==> config.mk <==
export PLATFORM = sky130hd
export DESIGN_NAME = pipe_top
export DESIGN_NICKNAME = d
export VERILOG_FILES = /design/src/pipe_pkg.sv /design/src/trace_pkg.sv /design/src/fetch_stage.sv /design/src/decode_stage.sv /design/src/execute_stage.sv /design/src/memory_wb_stage.sv /design/src/stage_tracker.sv /design/src/pipe_top.sv
export SDC_FILE = /design/constraint.sdc
export NUM_CORES = 1
export LEC_CHECK = 0
export BUFFER_PORTS_ARGS = -buffer_cell sky130_fd_sc_hd__buf_2
export CORE_MARGIN = 2
export CORE_UTILIZATION = 32
export CTS_CLUSTER_DIAMETER = 200
export DETAILED_ROUTE_END_ITERATION = 16
export GPL_ROUTABILITY_DRIVEN = 0
export SLEW_MARGIN = 20
export SYNTH_ARGS = -nofsm -noshare
export SYNTH_HDL_FRONTEND = slang
export SYNTH_SLANG_ARGS = --single-unit
==> constraint.sdc <==
create_clock -name clk -period 2.8 [get_ports clk]
set_clock_uncertainty 0.05 [all_clocks]
set_input_delay 0 -clock clk [delete_from_list [all_inputs] [get_ports clk]]
set_output_delay 0 -clock clk [all_outputs]
set_load 0.02 [all_outputs]
==> src/pipe_pkg.sv <==
`default_nettype none

package pipe_pkg;

    // machine sizes
    localparam int instr_w    = 16;
    localparam int data_w     = 8;
    localparam int reg_count  = 4;
    localparam int pc_w       = 8;
    localparam int dmem_words = 16;
    localparam int reg_aw     = $clog2(reg_count);
    localparam int dmem_aw    = $clog2(dmem_words);

    // opcode sits in instruction bits 15..12
    typedef enum logic [3:0] {
        OP_NOP   = 4'd0,
        OP_ADDI  = 4'd1,
        OP_ADD   = 4'd2,
        OP_LOAD  = 4'd3,
        OP_STORE = 4'd4,
        OP_JMP   = 4'd5,
        OP_HALT  = 4'd6
    } opcode_t;

    //////////////////////////////////////////////////////////////////////
    // instruction field access

    function automatic opcode_t op_of(input logic [instr_w-1:0] instr);
        return opcode_t'(instr[15:12]);
    endfunction

    function automatic logic [reg_aw-1:0] rd_of(input logic [instr_w-1:0] instr);
        return instr[11:10];
    endfunction

    function automatic logic [reg_aw-1:0] rs_of(input logic [instr_w-1:0] instr);
        return instr[9:8];
    endfunction

    function automatic logic [data_w-1:0] imm_of(input logic [instr_w-1:0] instr);
        return instr[7:0];
    endfunction

    // data memory word comes from the low imm bits
    function automatic logic [dmem_aw-1:0] dmem_addr_of(input logic [instr_w-1:0] instr);
        return instr[dmem_aw-1:0];
    endfunction

    // ops that end in a register write
    function automatic logic writes_reg(input opcode_t op);
        return op inside {OP_ADD, OP_ADDI, OP_LOAD};
    endfunction

endpackage

`default_nettype wire

==> src/trace_pkg.sv <==
`default_nettype none

package trace_pkg;

    // default width of the sequence tag given to each fetched instruction
    localparam int seq_w = 4;

    // cycle stamp width, wraps after 64k cycles
    localparam int stamp_w = 16;

    // default stamp table rows, must cover every tag in flight
    localparam int trace_depth = 8;

endpackage

`default_nettype wire

==> src/fetch_stage.sv <==
`default_nettype none

module fetch_stage
    import pipe_pkg::*, trace_pkg::*;
#(
    parameter int SEQ_W = seq_w
) (
    input  logic               clk,
    input  logic               rst,
    input  logic               stall,
    input  logic               flush,
    input  logic [pc_w-1:0]    jump_target,
    input  logic [instr_w-1:0] imem_data,
    output logic [pc_w-1:0]    imem_addr,
    output logic               f_valid,
    output logic [pc_w-1:0]    f_pc,
    output logic [instr_w-1:0] f_instr,
    output logic               fetch_fire,
    output logic [SEQ_W-1:0]   fetch_seq,
    output logic               halted
);

    logic [pc_w-1:0]  pc;
    logic [SEQ_W-1:0] seq_cnt;
    logic             load;
    logic             is_halt;

    // flush wins over stall and over a halt
    assign load      = flush || (!stall && !halted);
    // on flush the target word is read straight away
    assign imem_addr = flush ? jump_target : pc;
    assign is_halt   = op_of(imem_data) == OP_HALT;

    always_ff @(posedge clk) begin
        if (rst) begin
            pc         <= '0;
            seq_cnt    <= '0;
            f_valid    <= 1'b0;
            fetch_fire <= 1'b0;
            halted     <= 1'b0;
        end else begin
            fetch_fire <= load;
            if (load) begin
                f_valid <= 1'b1;
                seq_cnt <= seq_cnt + 1'b1;
                // a redirect can clear a halt picked up on the wrong path
                halted  <= is_halt;
                // pc parks on a halt so no word past it is requested
                pc      <= is_halt ? imem_addr : imem_addr + 1'b1;
            end else if (!stall) begin
                // halted, last word moves on and fetch goes empty
                f_valid <= 1'b0;
            end
        end
    end

    // output register payload, tag taken at latch time
    always_ff @(posedge clk) begin
        if (load) begin
            f_pc      <= imem_addr;
            f_instr   <= imem_data;
            fetch_seq <= seq_cnt;
        end
    end

endmodule

`default_nettype wire

==> src/decode_stage.sv <==
`default_nettype none

module decode_stage
    import pipe_pkg::*, trace_pkg::*;
#(
    parameter int SEQ_W = seq_w
) (
    input  logic               clk,
    input  logic               rst,
    input  logic               f_valid,
    input  logic [pc_w-1:0]    f_pc,
    input  logic [instr_w-1:0] f_instr,
    input  logic [SEQ_W-1:0]   f_seq,
    input  logic               flush,
    input  logic               wb_we,
    input  logic [reg_aw-1:0]  wb_rd,
    input  logic [data_w-1:0]  wb_data,
    input  logic               x_valid,
    input  logic [instr_w-1:0] x_instr,
    input  logic               m_valid,
    input  logic [instr_w-1:0] m_instr,
    output logic               stall,
    output logic               d_valid,
    output logic [pc_w-1:0]    d_pc,
    output logic [instr_w-1:0] d_instr,
    output logic [SEQ_W-1:0]   d_seq,
    output logic [data_w-1:0]  d_a,
    output logic [data_w-1:0]  d_b
);

    logic [data_w-1:0]  rf [reg_count];
    logic [instr_w-1:0] src;
    logic [reg_aw-1:0]  a_sel;
    logic [reg_aw-1:0]  b_sel;
    logic [data_w-1:0]  a_rd;
    logic [data_w-1:0]  b_rd;
    logic               x_hit;
    logic               m_hit;
    logic               wb_hit;

    // ADD reads rd and rs, ADDI and STORE read rs
    function automatic logic reads_reg(input logic [instr_w-1:0] instr,
                                       input logic [reg_aw-1:0]  r);
        opcode_t op;
        op = op_of(instr);
        return (op == OP_ADD && rd_of(instr) == r) ||
               (op inside {OP_ADD, OP_ADDI, OP_STORE} && rs_of(instr) == r);
    endfunction

    //////////////////////////////////////////////////////////////////////
    // dependency check against writes still in flight

    assign x_hit  = x_valid && writes_reg(op_of(x_instr)) && reads_reg(d_instr, rd_of(x_instr));
    assign m_hit  = m_valid && writes_reg(op_of(m_instr)) && reads_reg(d_instr, rd_of(m_instr));
    assign wb_hit = wb_we && reads_reg(d_instr, wb_rd);
    assign stall  = d_valid && (x_hit || m_hit || wb_hit);

    // a stalled instruction rereads its own operands
    assign src   = stall ? d_instr : f_instr;
    assign a_sel = rd_of(src);
    assign b_sel = rs_of(src);
    // write-through from writeback
    assign a_rd  = (wb_we && wb_rd == a_sel) ? wb_data : rf[a_sel];
    assign b_rd  = (wb_we && wb_rd == b_sel) ? wb_data : rf[b_sel];

    // architectural registers start at zero
    always_ff @(posedge clk) begin
        if (rst) begin
            rf <= '{default: '0};
        end else if (wb_we) begin
            rf[wb_rd] <= wb_data;
        end
    end

    always_ff @(posedge clk) begin
        if (rst || flush) begin
            d_valid <= 1'b0;
        end else if (!stall) begin
            d_valid <= f_valid;
        end
    end

    always_ff @(posedge clk) begin
        if (!stall) begin
            d_pc    <= f_pc;
            d_instr <= f_instr;
            d_seq   <= f_seq;
        end
        d_a <= a_rd;
        d_b <= b_rd;
    end

    // the producer drains through execute, memory and writeback in three cycles
    assert property (@(posedge clk) disable iff (rst)
        (stall && $past(stall) && $past(stall, 2)) |=> !stall);

endmodule

`default_nettype wire

==> src/execute_stage.sv <==
`default_nettype none

module execute_stage
    import pipe_pkg::*, trace_pkg::*;
#(
    parameter int SEQ_W = seq_w
) (
    input  logic               clk,
    input  logic               rst,
    input  logic               d_valid,
    input  logic [pc_w-1:0]    d_pc,
    input  logic [instr_w-1:0] d_instr,
    input  logic [SEQ_W-1:0]   d_seq,
    input  logic [data_w-1:0]  d_a,
    input  logic [data_w-1:0]  d_b,
    input  logic               stall,
    output logic               x_valid,
    output logic [pc_w-1:0]    x_pc,
    output logic [instr_w-1:0] x_instr,
    output logic [SEQ_W-1:0]   x_seq,
    output logic [data_w-1:0]  x_result,
    output logic [data_w-1:0]  x_store_data,
    output logic               flush,
    output logic [pc_w-1:0]    jump_target
);

    logic [data_w-1:0] sum;

    // ADD is rd + rs, ADDI is rs + imm
    assign sum = ((op_of(d_instr) == OP_ADD) ? d_a : imm_of(d_instr)) + d_b;

    // stall and flush both leave a bubble behind
    always_ff @(posedge clk) begin
        if (rst) begin
            x_valid <= 1'b0;
        end else begin
            x_valid <= d_valid && !stall && !flush;
        end
    end

    always_ff @(posedge clk) begin
        x_pc         <= d_pc;
        x_instr      <= d_instr;
        x_seq        <= d_seq;
        x_result     <= sum;
        x_store_data <= d_b;
    end

    // jump resolves here and targets the imm field
    assign flush       = x_valid && op_of(x_instr) == OP_JMP;
    assign jump_target = pc_w'(imm_of(x_instr));

    // one cycle after a jump both decode and execute are empty, so flush cannot repeat
    assert property (@(posedge clk) disable iff (rst) flush |=> !x_valid && !d_valid);

endmodule

`default_nettype wire

==> src/memory_wb_stage.sv <==
`default_nettype none

module memory_wb_stage
    import pipe_pkg::*, trace_pkg::*;
#(
    parameter int SEQ_W = seq_w
) (
    input  logic               clk,
    input  logic               rst,
    input  logic               x_valid,
    input  logic [pc_w-1:0]    x_pc,
    input  logic [instr_w-1:0] x_instr,
    input  logic [SEQ_W-1:0]   x_seq,
    input  logic [data_w-1:0]  x_result,
    input  logic [data_w-1:0]  x_store_data,
    output logic               m_valid,
    output logic [instr_w-1:0] m_instr,
    output logic [SEQ_W-1:0]   m_seq,
    output logic               wb_valid,
    output logic [pc_w-1:0]    wb_pc,
    output logic [SEQ_W-1:0]   wb_seq,
    output logic               wb_we,
    output logic [reg_aw-1:0]  wb_rd,
    output logic [data_w-1:0]  wb_data
);

    logic [data_w-1:0]  dmem [dmem_words];
    logic [dmem_aw-1:0] addr;
    logic [pc_w-1:0]    m_pc;
    logic [data_w-1:0]  m_data;

    assign addr = dmem_addr_of(x_instr);

    always_ff @(posedge clk) begin
        if (x_valid && op_of(x_instr) == OP_STORE) begin
            dmem[addr] <= x_store_data;
        end
    end

    //////////////////////////////////////////////////////////////////////
    // memory register

    always_ff @(posedge clk) begin
        if (rst) begin
            m_valid <= 1'b0;
        end else begin
            m_valid <= x_valid;
        end
    end

    // load data replaces the adder result
    always_ff @(posedge clk) begin
        m_pc    <= x_pc;
        m_instr <= x_instr;
        m_seq   <= x_seq;
        m_data  <= (op_of(x_instr) == OP_LOAD) ? dmem[addr] : x_result;
    end

    //////////////////////////////////////////////////////////////////////
    // writeback register, also the retirement point

    always_ff @(posedge clk) begin
        if (rst) begin
            wb_valid <= 1'b0;
            wb_we    <= 1'b0;
        end else begin
            wb_valid <= m_valid;
            wb_we    <= m_valid && writes_reg(op_of(m_instr));
        end
    end

    always_ff @(posedge clk) begin
        wb_pc   <= m_pc;
        wb_seq  <= m_seq;
        wb_rd   <= rd_of(m_instr);
        wb_data <= m_data;
    end

endmodule

`default_nettype wire

==> src/stage_tracker.sv <==
`default_nettype none

module stage_tracker
    import trace_pkg::*;
#(
    parameter int TRACE_DEPTH = trace_depth,
    parameter int SEQ_W       = seq_w
) (
    input  logic               clk,
    input  logic               rst,
    input  logic               fetch_fire,
    input  logic [SEQ_W-1:0]   fetch_seq,
    input  logic               d_valid,
    input  logic [SEQ_W-1:0]   d_seq,
    input  logic               x_valid,
    input  logic [SEQ_W-1:0]   x_seq,
    input  logic               m_valid,
    input  logic [SEQ_W-1:0]   m_seq,
    input  logic               wb_valid,
    input  logic [SEQ_W-1:0]   wb_seq,
    output logic               retire_valid,
    output logic [SEQ_W-1:0]   retire_seq,
    output logic [stamp_w-1:0] retire_fetch_cycle,
    output logic [stamp_w-1:0] retire_decode_cycle,
    output logic [stamp_w-1:0] retire_execute_cycle,
    output logic [stamp_w-1:0] retire_memory_cycle,
    output logic [stamp_w-1:0] retire_wb_cycle
);

    localparam int row_w = $clog2(TRACE_DEPTH);

    logic [stamp_w-1:0] cycle;
    // one column per stage, rows indexed by tag modulo depth
    logic [stamp_w-1:0] fetch_tab [TRACE_DEPTH];
    logic [stamp_w-1:0] dec_tab   [TRACE_DEPTH];
    logic [stamp_w-1:0] exe_tab   [TRACE_DEPTH];
    logic [stamp_w-1:0] mem_tab   [TRACE_DEPTH];
    logic [row_w-1:0]   wb_row;
    logic [SEQ_W-1:0]   last_seq;
    logic [SEQ_W-1:0]   seq_step;
    logic               seen;

    function automatic logic [row_w-1:0] row_of(input logic [SEQ_W-1:0] seq);
        return row_w'(seq);
    endfunction

    always_ff @(posedge clk) begin
        if (rst) begin
            cycle <= '0;
        end else begin
            cycle <= cycle + 1'b1;
        end
    end

    //////////////////////////////////////////////////////////////////////
    // stamp table writes

    always_ff @(posedge clk) begin
        if (fetch_fire) begin
            fetch_tab[row_of(fetch_seq)] <= cycle;
        end
        // rewritten each stall cycle, keeps the last one
        if (d_valid) begin
            dec_tab[row_of(d_seq)] <= cycle;
        end
        if (x_valid) begin
            exe_tab[row_of(x_seq)] <= cycle;
        end
        if (m_valid) begin
            mem_tab[row_of(m_seq)] <= cycle;
        end
    end

    //////////////////////////////////////////////////////////////////////
    // retirement record

    assign wb_row               = row_of(wb_seq);
    assign retire_valid         = wb_valid;
    assign retire_seq           = wb_seq;
    assign retire_fetch_cycle   = fetch_tab[wb_row];
    assign retire_decode_cycle  = dec_tab[wb_row];
    assign retire_execute_cycle = exe_tab[wb_row];
    assign retire_memory_cycle  = mem_tab[wb_row];
    // wb stamp is the retire cycle itself
    assign retire_wb_cycle      = cycle;

    // previous retired tag, for the order check
    always_ff @(posedge clk) begin
        if (rst) begin
            seen     <= 1'b0;
            last_seq <= '0;
        end else if (retire_valid) begin
            seen     <= 1'b1;
            last_seq <= retire_seq;
        end
    end

    assign seq_step = retire_seq - last_seq;

    assert property (@(posedge clk) disable iff (rst)
        retire_valid |-> retire_fetch_cycle < retire_decode_cycle &&
                         retire_decode_cycle < retire_execute_cycle &&
                         retire_execute_cycle < retire_memory_cycle &&
                         retire_memory_cycle < retire_wb_cycle);

    // tags move forward only, flushed ones may be skipped
    assert property (@(posedge clk) disable iff (rst)
        retire_valid && seen |-> seq_step != '0 && !seq_step[SEQ_W-1]);

endmodule

`default_nettype wire

==> src/pipe_top.sv <==
`default_nettype none

module pipe_top
    import pipe_pkg::*, trace_pkg::*;
#(
    parameter int TRACE_DEPTH = trace_depth,
    parameter int SEQ_W       = seq_w
) (
    input  logic               clk,
    input  logic               rst,
    input  logic [instr_w-1:0] imem_data,
    output logic [pc_w-1:0]    imem_addr,
    output logic               halted,
    output logic               retire_valid,
    output logic [pc_w-1:0]    retire_pc,
    output logic [SEQ_W-1:0]   retire_seq,
    output logic               retire_we,
    output logic [reg_aw-1:0]  retire_rd,
    output logic [data_w-1:0]  retire_data,
    output logic [stamp_w-1:0] retire_fetch_cycle,
    output logic [stamp_w-1:0] retire_decode_cycle,
    output logic [stamp_w-1:0] retire_execute_cycle,
    output logic [stamp_w-1:0] retire_memory_cycle,
    output logic [stamp_w-1:0] retire_wb_cycle
);

    // hazard and redirect
    logic               stall;
    logic               flush;
    logic [pc_w-1:0]    jump_target;

    // fetch register
    logic               f_valid;
    logic [pc_w-1:0]    f_pc;
    logic [instr_w-1:0] f_instr;
    logic               fetch_fire;
    logic [SEQ_W-1:0]   fetch_seq;

    // decode register
    logic               d_valid;
    logic [pc_w-1:0]    d_pc;
    logic [instr_w-1:0] d_instr;
    logic [SEQ_W-1:0]   d_seq;
    logic [data_w-1:0]  d_a;
    logic [data_w-1:0]  d_b;

    // execute register
    logic               x_valid;
    logic [pc_w-1:0]    x_pc;
    logic [instr_w-1:0] x_instr;
    logic [SEQ_W-1:0]   x_seq;
    logic [data_w-1:0]  x_result;
    logic [data_w-1:0]  x_store_data;

    // memory and writeback registers
    logic               m_valid;
    logic [instr_w-1:0] m_instr;
    logic [SEQ_W-1:0]   m_seq;
    logic               wb_valid;
    logic [pc_w-1:0]    wb_pc;
    logic [SEQ_W-1:0]   wb_seq;
    logic               wb_we;
    logic [reg_aw-1:0]  wb_rd;
    logic [data_w-1:0]  wb_data;

    fetch_stage #(.SEQ_W(SEQ_W)) u_fetch (
        .clk, .rst, .stall, .flush, .jump_target, .imem_data, .imem_addr,
        .f_valid, .f_pc, .f_instr, .fetch_fire, .fetch_seq, .halted
    );

    // the fetch tag rides along as f_seq
    decode_stage #(.SEQ_W(SEQ_W)) u_decode (
        .clk, .rst, .f_valid, .f_pc, .f_instr, .f_seq(fetch_seq), .flush,
        .wb_we, .wb_rd, .wb_data, .x_valid, .x_instr, .m_valid, .m_instr,
        .stall, .d_valid, .d_pc, .d_instr, .d_seq, .d_a, .d_b
    );

    execute_stage #(.SEQ_W(SEQ_W)) u_execute (
        .clk, .rst, .d_valid, .d_pc, .d_instr, .d_seq, .d_a, .d_b, .stall,
        .x_valid, .x_pc, .x_instr, .x_seq, .x_result, .x_store_data,
        .flush, .jump_target
    );

    memory_wb_stage #(.SEQ_W(SEQ_W)) u_memory_wb (
        .clk, .rst, .x_valid, .x_pc, .x_instr, .x_seq, .x_result, .x_store_data,
        .m_valid, .m_instr, .m_seq, .wb_valid, .wb_pc, .wb_seq,
        .wb_we, .wb_rd, .wb_data
    );

    stage_tracker #(.TRACE_DEPTH(TRACE_DEPTH), .SEQ_W(SEQ_W)) u_tracker (
        .clk, .rst, .fetch_fire, .fetch_seq, .d_valid, .d_seq, .x_valid, .x_seq,
        .m_valid, .m_seq, .wb_valid, .wb_seq, .retire_valid, .retire_seq,
        .retire_fetch_cycle, .retire_decode_cycle, .retire_execute_cycle,
        .retire_memory_cycle, .retire_wb_cycle
    );

    // architectural side of the retirement record
    assign retire_pc   = wb_pc;
    assign retire_we   = wb_we;
    assign retire_rd   = wb_rd;
    assign retire_data = wb_data;

endmodule

`default_nettype wire

==> run summary <==
Final slew viol count -> 0
Met2 Track Usage GR -> 0.239
CTS sink count -> 870
Skew-Pair Late Insertion Delay -> 0.66 ns
Pre-antenna DRT Iters -> 5
Leading cell type in the layout, fill and taps excluded -> edfxtp_1
Clock buffer count from CTS -> 89
Share of cells above drive strength 1 -> 0.338
Final setup vio count -> 0
Reg2reg path depth -> 11
Vias per cell -> 4.82
Synthesis-to-finish area growth -> 20.1%
Die Span Y -> 323 um
P_leak -> 13.2 nW
First-pass GRT wire length -> 109,000 um
Maximum achievable frequency -> 376 MHz
Critical path endpoint -> retire_execute_cycle[13]
Avg WL per Cell -> 21.1 um
Total I/O pin count -> 131
Worst-path clk slew -> 0.06 ns
Worst hold path type -> in2reg
Row cnt -> 117
Cell Area, Placed -> 35,800 um^2
Final hold vios -> 0
Die area -> 104,000 um^2
Synth Area per Inst -> 19.1 um^2
Ys flop type -> edfxtp_1
WP data required -> 2.75 ns
GR Util met3 -> 0.0260
ANT nets after route -> 0
CP Capture Type -> output pin
R2R Setup Slk -> 0.18 ns
Die X -> 323 um
Post-synthesis net count -> 1,735
Met1 usage -> 0.178
Clk buf depth -> 3
Routed wire length -> 72,800 um
Final Instance Area -> 39,200 um^2
Power Dens Cells -> 756 nW/um^2
CP max FO -> 14
CTS Root Cell -> clkbuf_16
GR peak layer -> met2
Syn Inst Count -> 1,706
Commonest non-fill, non-tap cells in the layout -> 692 x edfxtp_1, 174 x dfxtp_1, 168 x mux4_2
WP data arrival -> 2.61 ns
Max_cap viols -> 0
Vias -> 16.6k
Min Tclk post-route -> 2.66 ns
Cell Area, Synth -> 32,600 um^2
Number of placed cells counting well taps -> 3,246
Period Utilization, post-route -> 0.951
Status -> finished clean
Flops & latches, synth -> 870
Post-route DRC -> 0
R2R Path End -> u_execute.x_result[6]
H-tree depth -> 3
Max-slew headroom -> 0.402
Worst Tran Pin Value -> 0.896 ns
Initial Utilization -> 0.321
Post-detail-place hpwl -> 45,100 um
Worst setup path class -> reg2out
CP Launch Point -> u_memory_wb.wb_seq[0]
Nets@finish -> 2,027
Port bufs -> 130
Async SR Flop Fraction -> 0
WHS -> 0.0405 ns
Fin cells -> 3,443
Worst vdd ir -> 697 uV
DRT iter0 DRCs -> 1,268
Startpoint types -> flip-flop
GRT Resource Usage Total -> 0.139
Reg2reg start -> u_decode.d_instr[15]
Vias in the first global route -> 17.5k
Yosys warns -> 0
Post-synth EDFFs -> 692
GR Overflow Total -> 0
Library cells used by synthesis -> 58
TritonCTS clock tree -> done
Largest net degree at the start of global routing -> 38
Core area -> 101,000 um^2
Initial antenna violation count -> 0
Sequential fraction of the synthesis area -> 0.747
-- per-layer routing --
| metal | vias to the layer above | routed length (um) |
|---|---|---|
| li1 | 7394 | - |
| met1 | 8596 | 31000 |
| met2 | 477 | 36400 |
| met3 | 120 | 3670 |
| met4 | 0 | 1740 |
| met5 | - | 0 |
-- sequential cells by signal, summed over array words and instances (netlist names), 14 cells and up --
name,cells
u_tracker.exe_tab,128
u_tracker.mem_tab,128
u_decode.d_instr,16
u_decode.rf,32
u_execute.x_instr,14
u_memory_wb.dmem,128
u_fetch.f_instr,16
u_tracker.retire_wb_cycle,16
u_tracker.fetch_tab,128
u_tracker.dec_tab,128
-- Yosys cell counts (all sizes together), types with 17 or more instances --
cell | count | area share
edfxtp | 692 | 0.64
dfxtp | 178 | 0.11
mux4 | 168 | 0.12
mux2 | 100 | 0.035
nor2 | 85 | 0.0099
nand2 | 71 | 0.0082
clkbuf | 43 | 0.0050
o21ai | 43 | 0.0066
buf | 41 | 0.0073
a21oi | 37 | 0.0058
nand3 | 36 | 0.0057
a32oi | 32 | 0.0086
xnor2 | 28 | 0.0075
nor3 | 20 | 0.0038
mux2i | 18 | 0.0055
nand2b | 17 | 0.0033
-- layout make-up --
| type | instances | area, um^2 |
|---|---|---|
| Multi-Input combinational cell | 739 | 7880 |
| Fill cell | 9141 | 62300 |
| Timing Repair Buffer | 285 | 2090 |
| Sequential cell | 870 | 24400 |
| Tap cell | 1368 | 1710 |
| Clock inverter | 50 | 593 |
| Clock buffer | 117 | 2470 |
| Antenna cell | 1 | 2.50 |
| Inverter | 13 | 50.0 |
-- worst max-delay path: stages (launching register included) --
cell and delay, ns:
dfxtp_4 0.62, buf_4 0.31, mux4_2 0.51, mux2_2 0.32
buf_2 0.17
-- what timing repair did --
action | CTS | global route
resized for setup | 0 | 8
buffers inserted | 1 | 2
pin swaps | 0 | 5
hold buffers | 26 | 0
endpoints found under the setup margin | 53 | 18
hold endpoints to repair | 46 | 0
-- worst min path at each step --
stage | startpoint | endpoint | cells past startpoint
floorplan | imem_data[0] | u_fetch.f_instr[0] | 0
global placement | imem_data[10] | u_fetch.f_instr[10] | 1
detailed placement | imem_data[10] | u_fetch.f_instr[10] | 1
CTS | imem_data[8] | u_fetch.f_instr[8] | 2
global route | imem_data[8] | u_fetch.f_instr[8] | 2
finish | imem_data[2] | u_fetch.f_instr[2] | 2
-- through the flow --
stage,total power [W],setup WS [ns],utilization,TNS [ns]
2_1_floorplan,0.0166,0.172,-,0
6_report,0.0296,0.137,0.386,0
3_3_place_gp,0.0177,0.102,0.352,0
5_1_grt,0.0306,-0.0107,0.386,-0.0107
4_1_cts,0.0299,0.0440,0.385,0
3_5_place_dp,0.0177,0.0708,0.352,0
-- cell families after synthesis --
logic type | synth area share
flip-flops | 0.747
multiplexers | 0.156
AND/OR/NAND/NOR | 0.0391
AO/OA/AOI/OAI | 0.0282
buffers and inverters | 0.0138
XOR/XNOR | 0.0118
adder cells (fa/ha/maj) | 0.00445
-- where the power goes --
group | internal, W | total, W | leakage, nW | switching (W)
Clock | 0.00711 | 0.0121 | 1.48 | 0.00502
Sequential | 0.0143 | 0.0147 | 7.97 | 0.000422
Combinational | 0.00128 | 0.00273 | 3.73 | 0.00144
Total | 0.0227 | 0.0296 | 13.2 | 0.00688
Note: power is estimated with default switching activity, not from simulation.
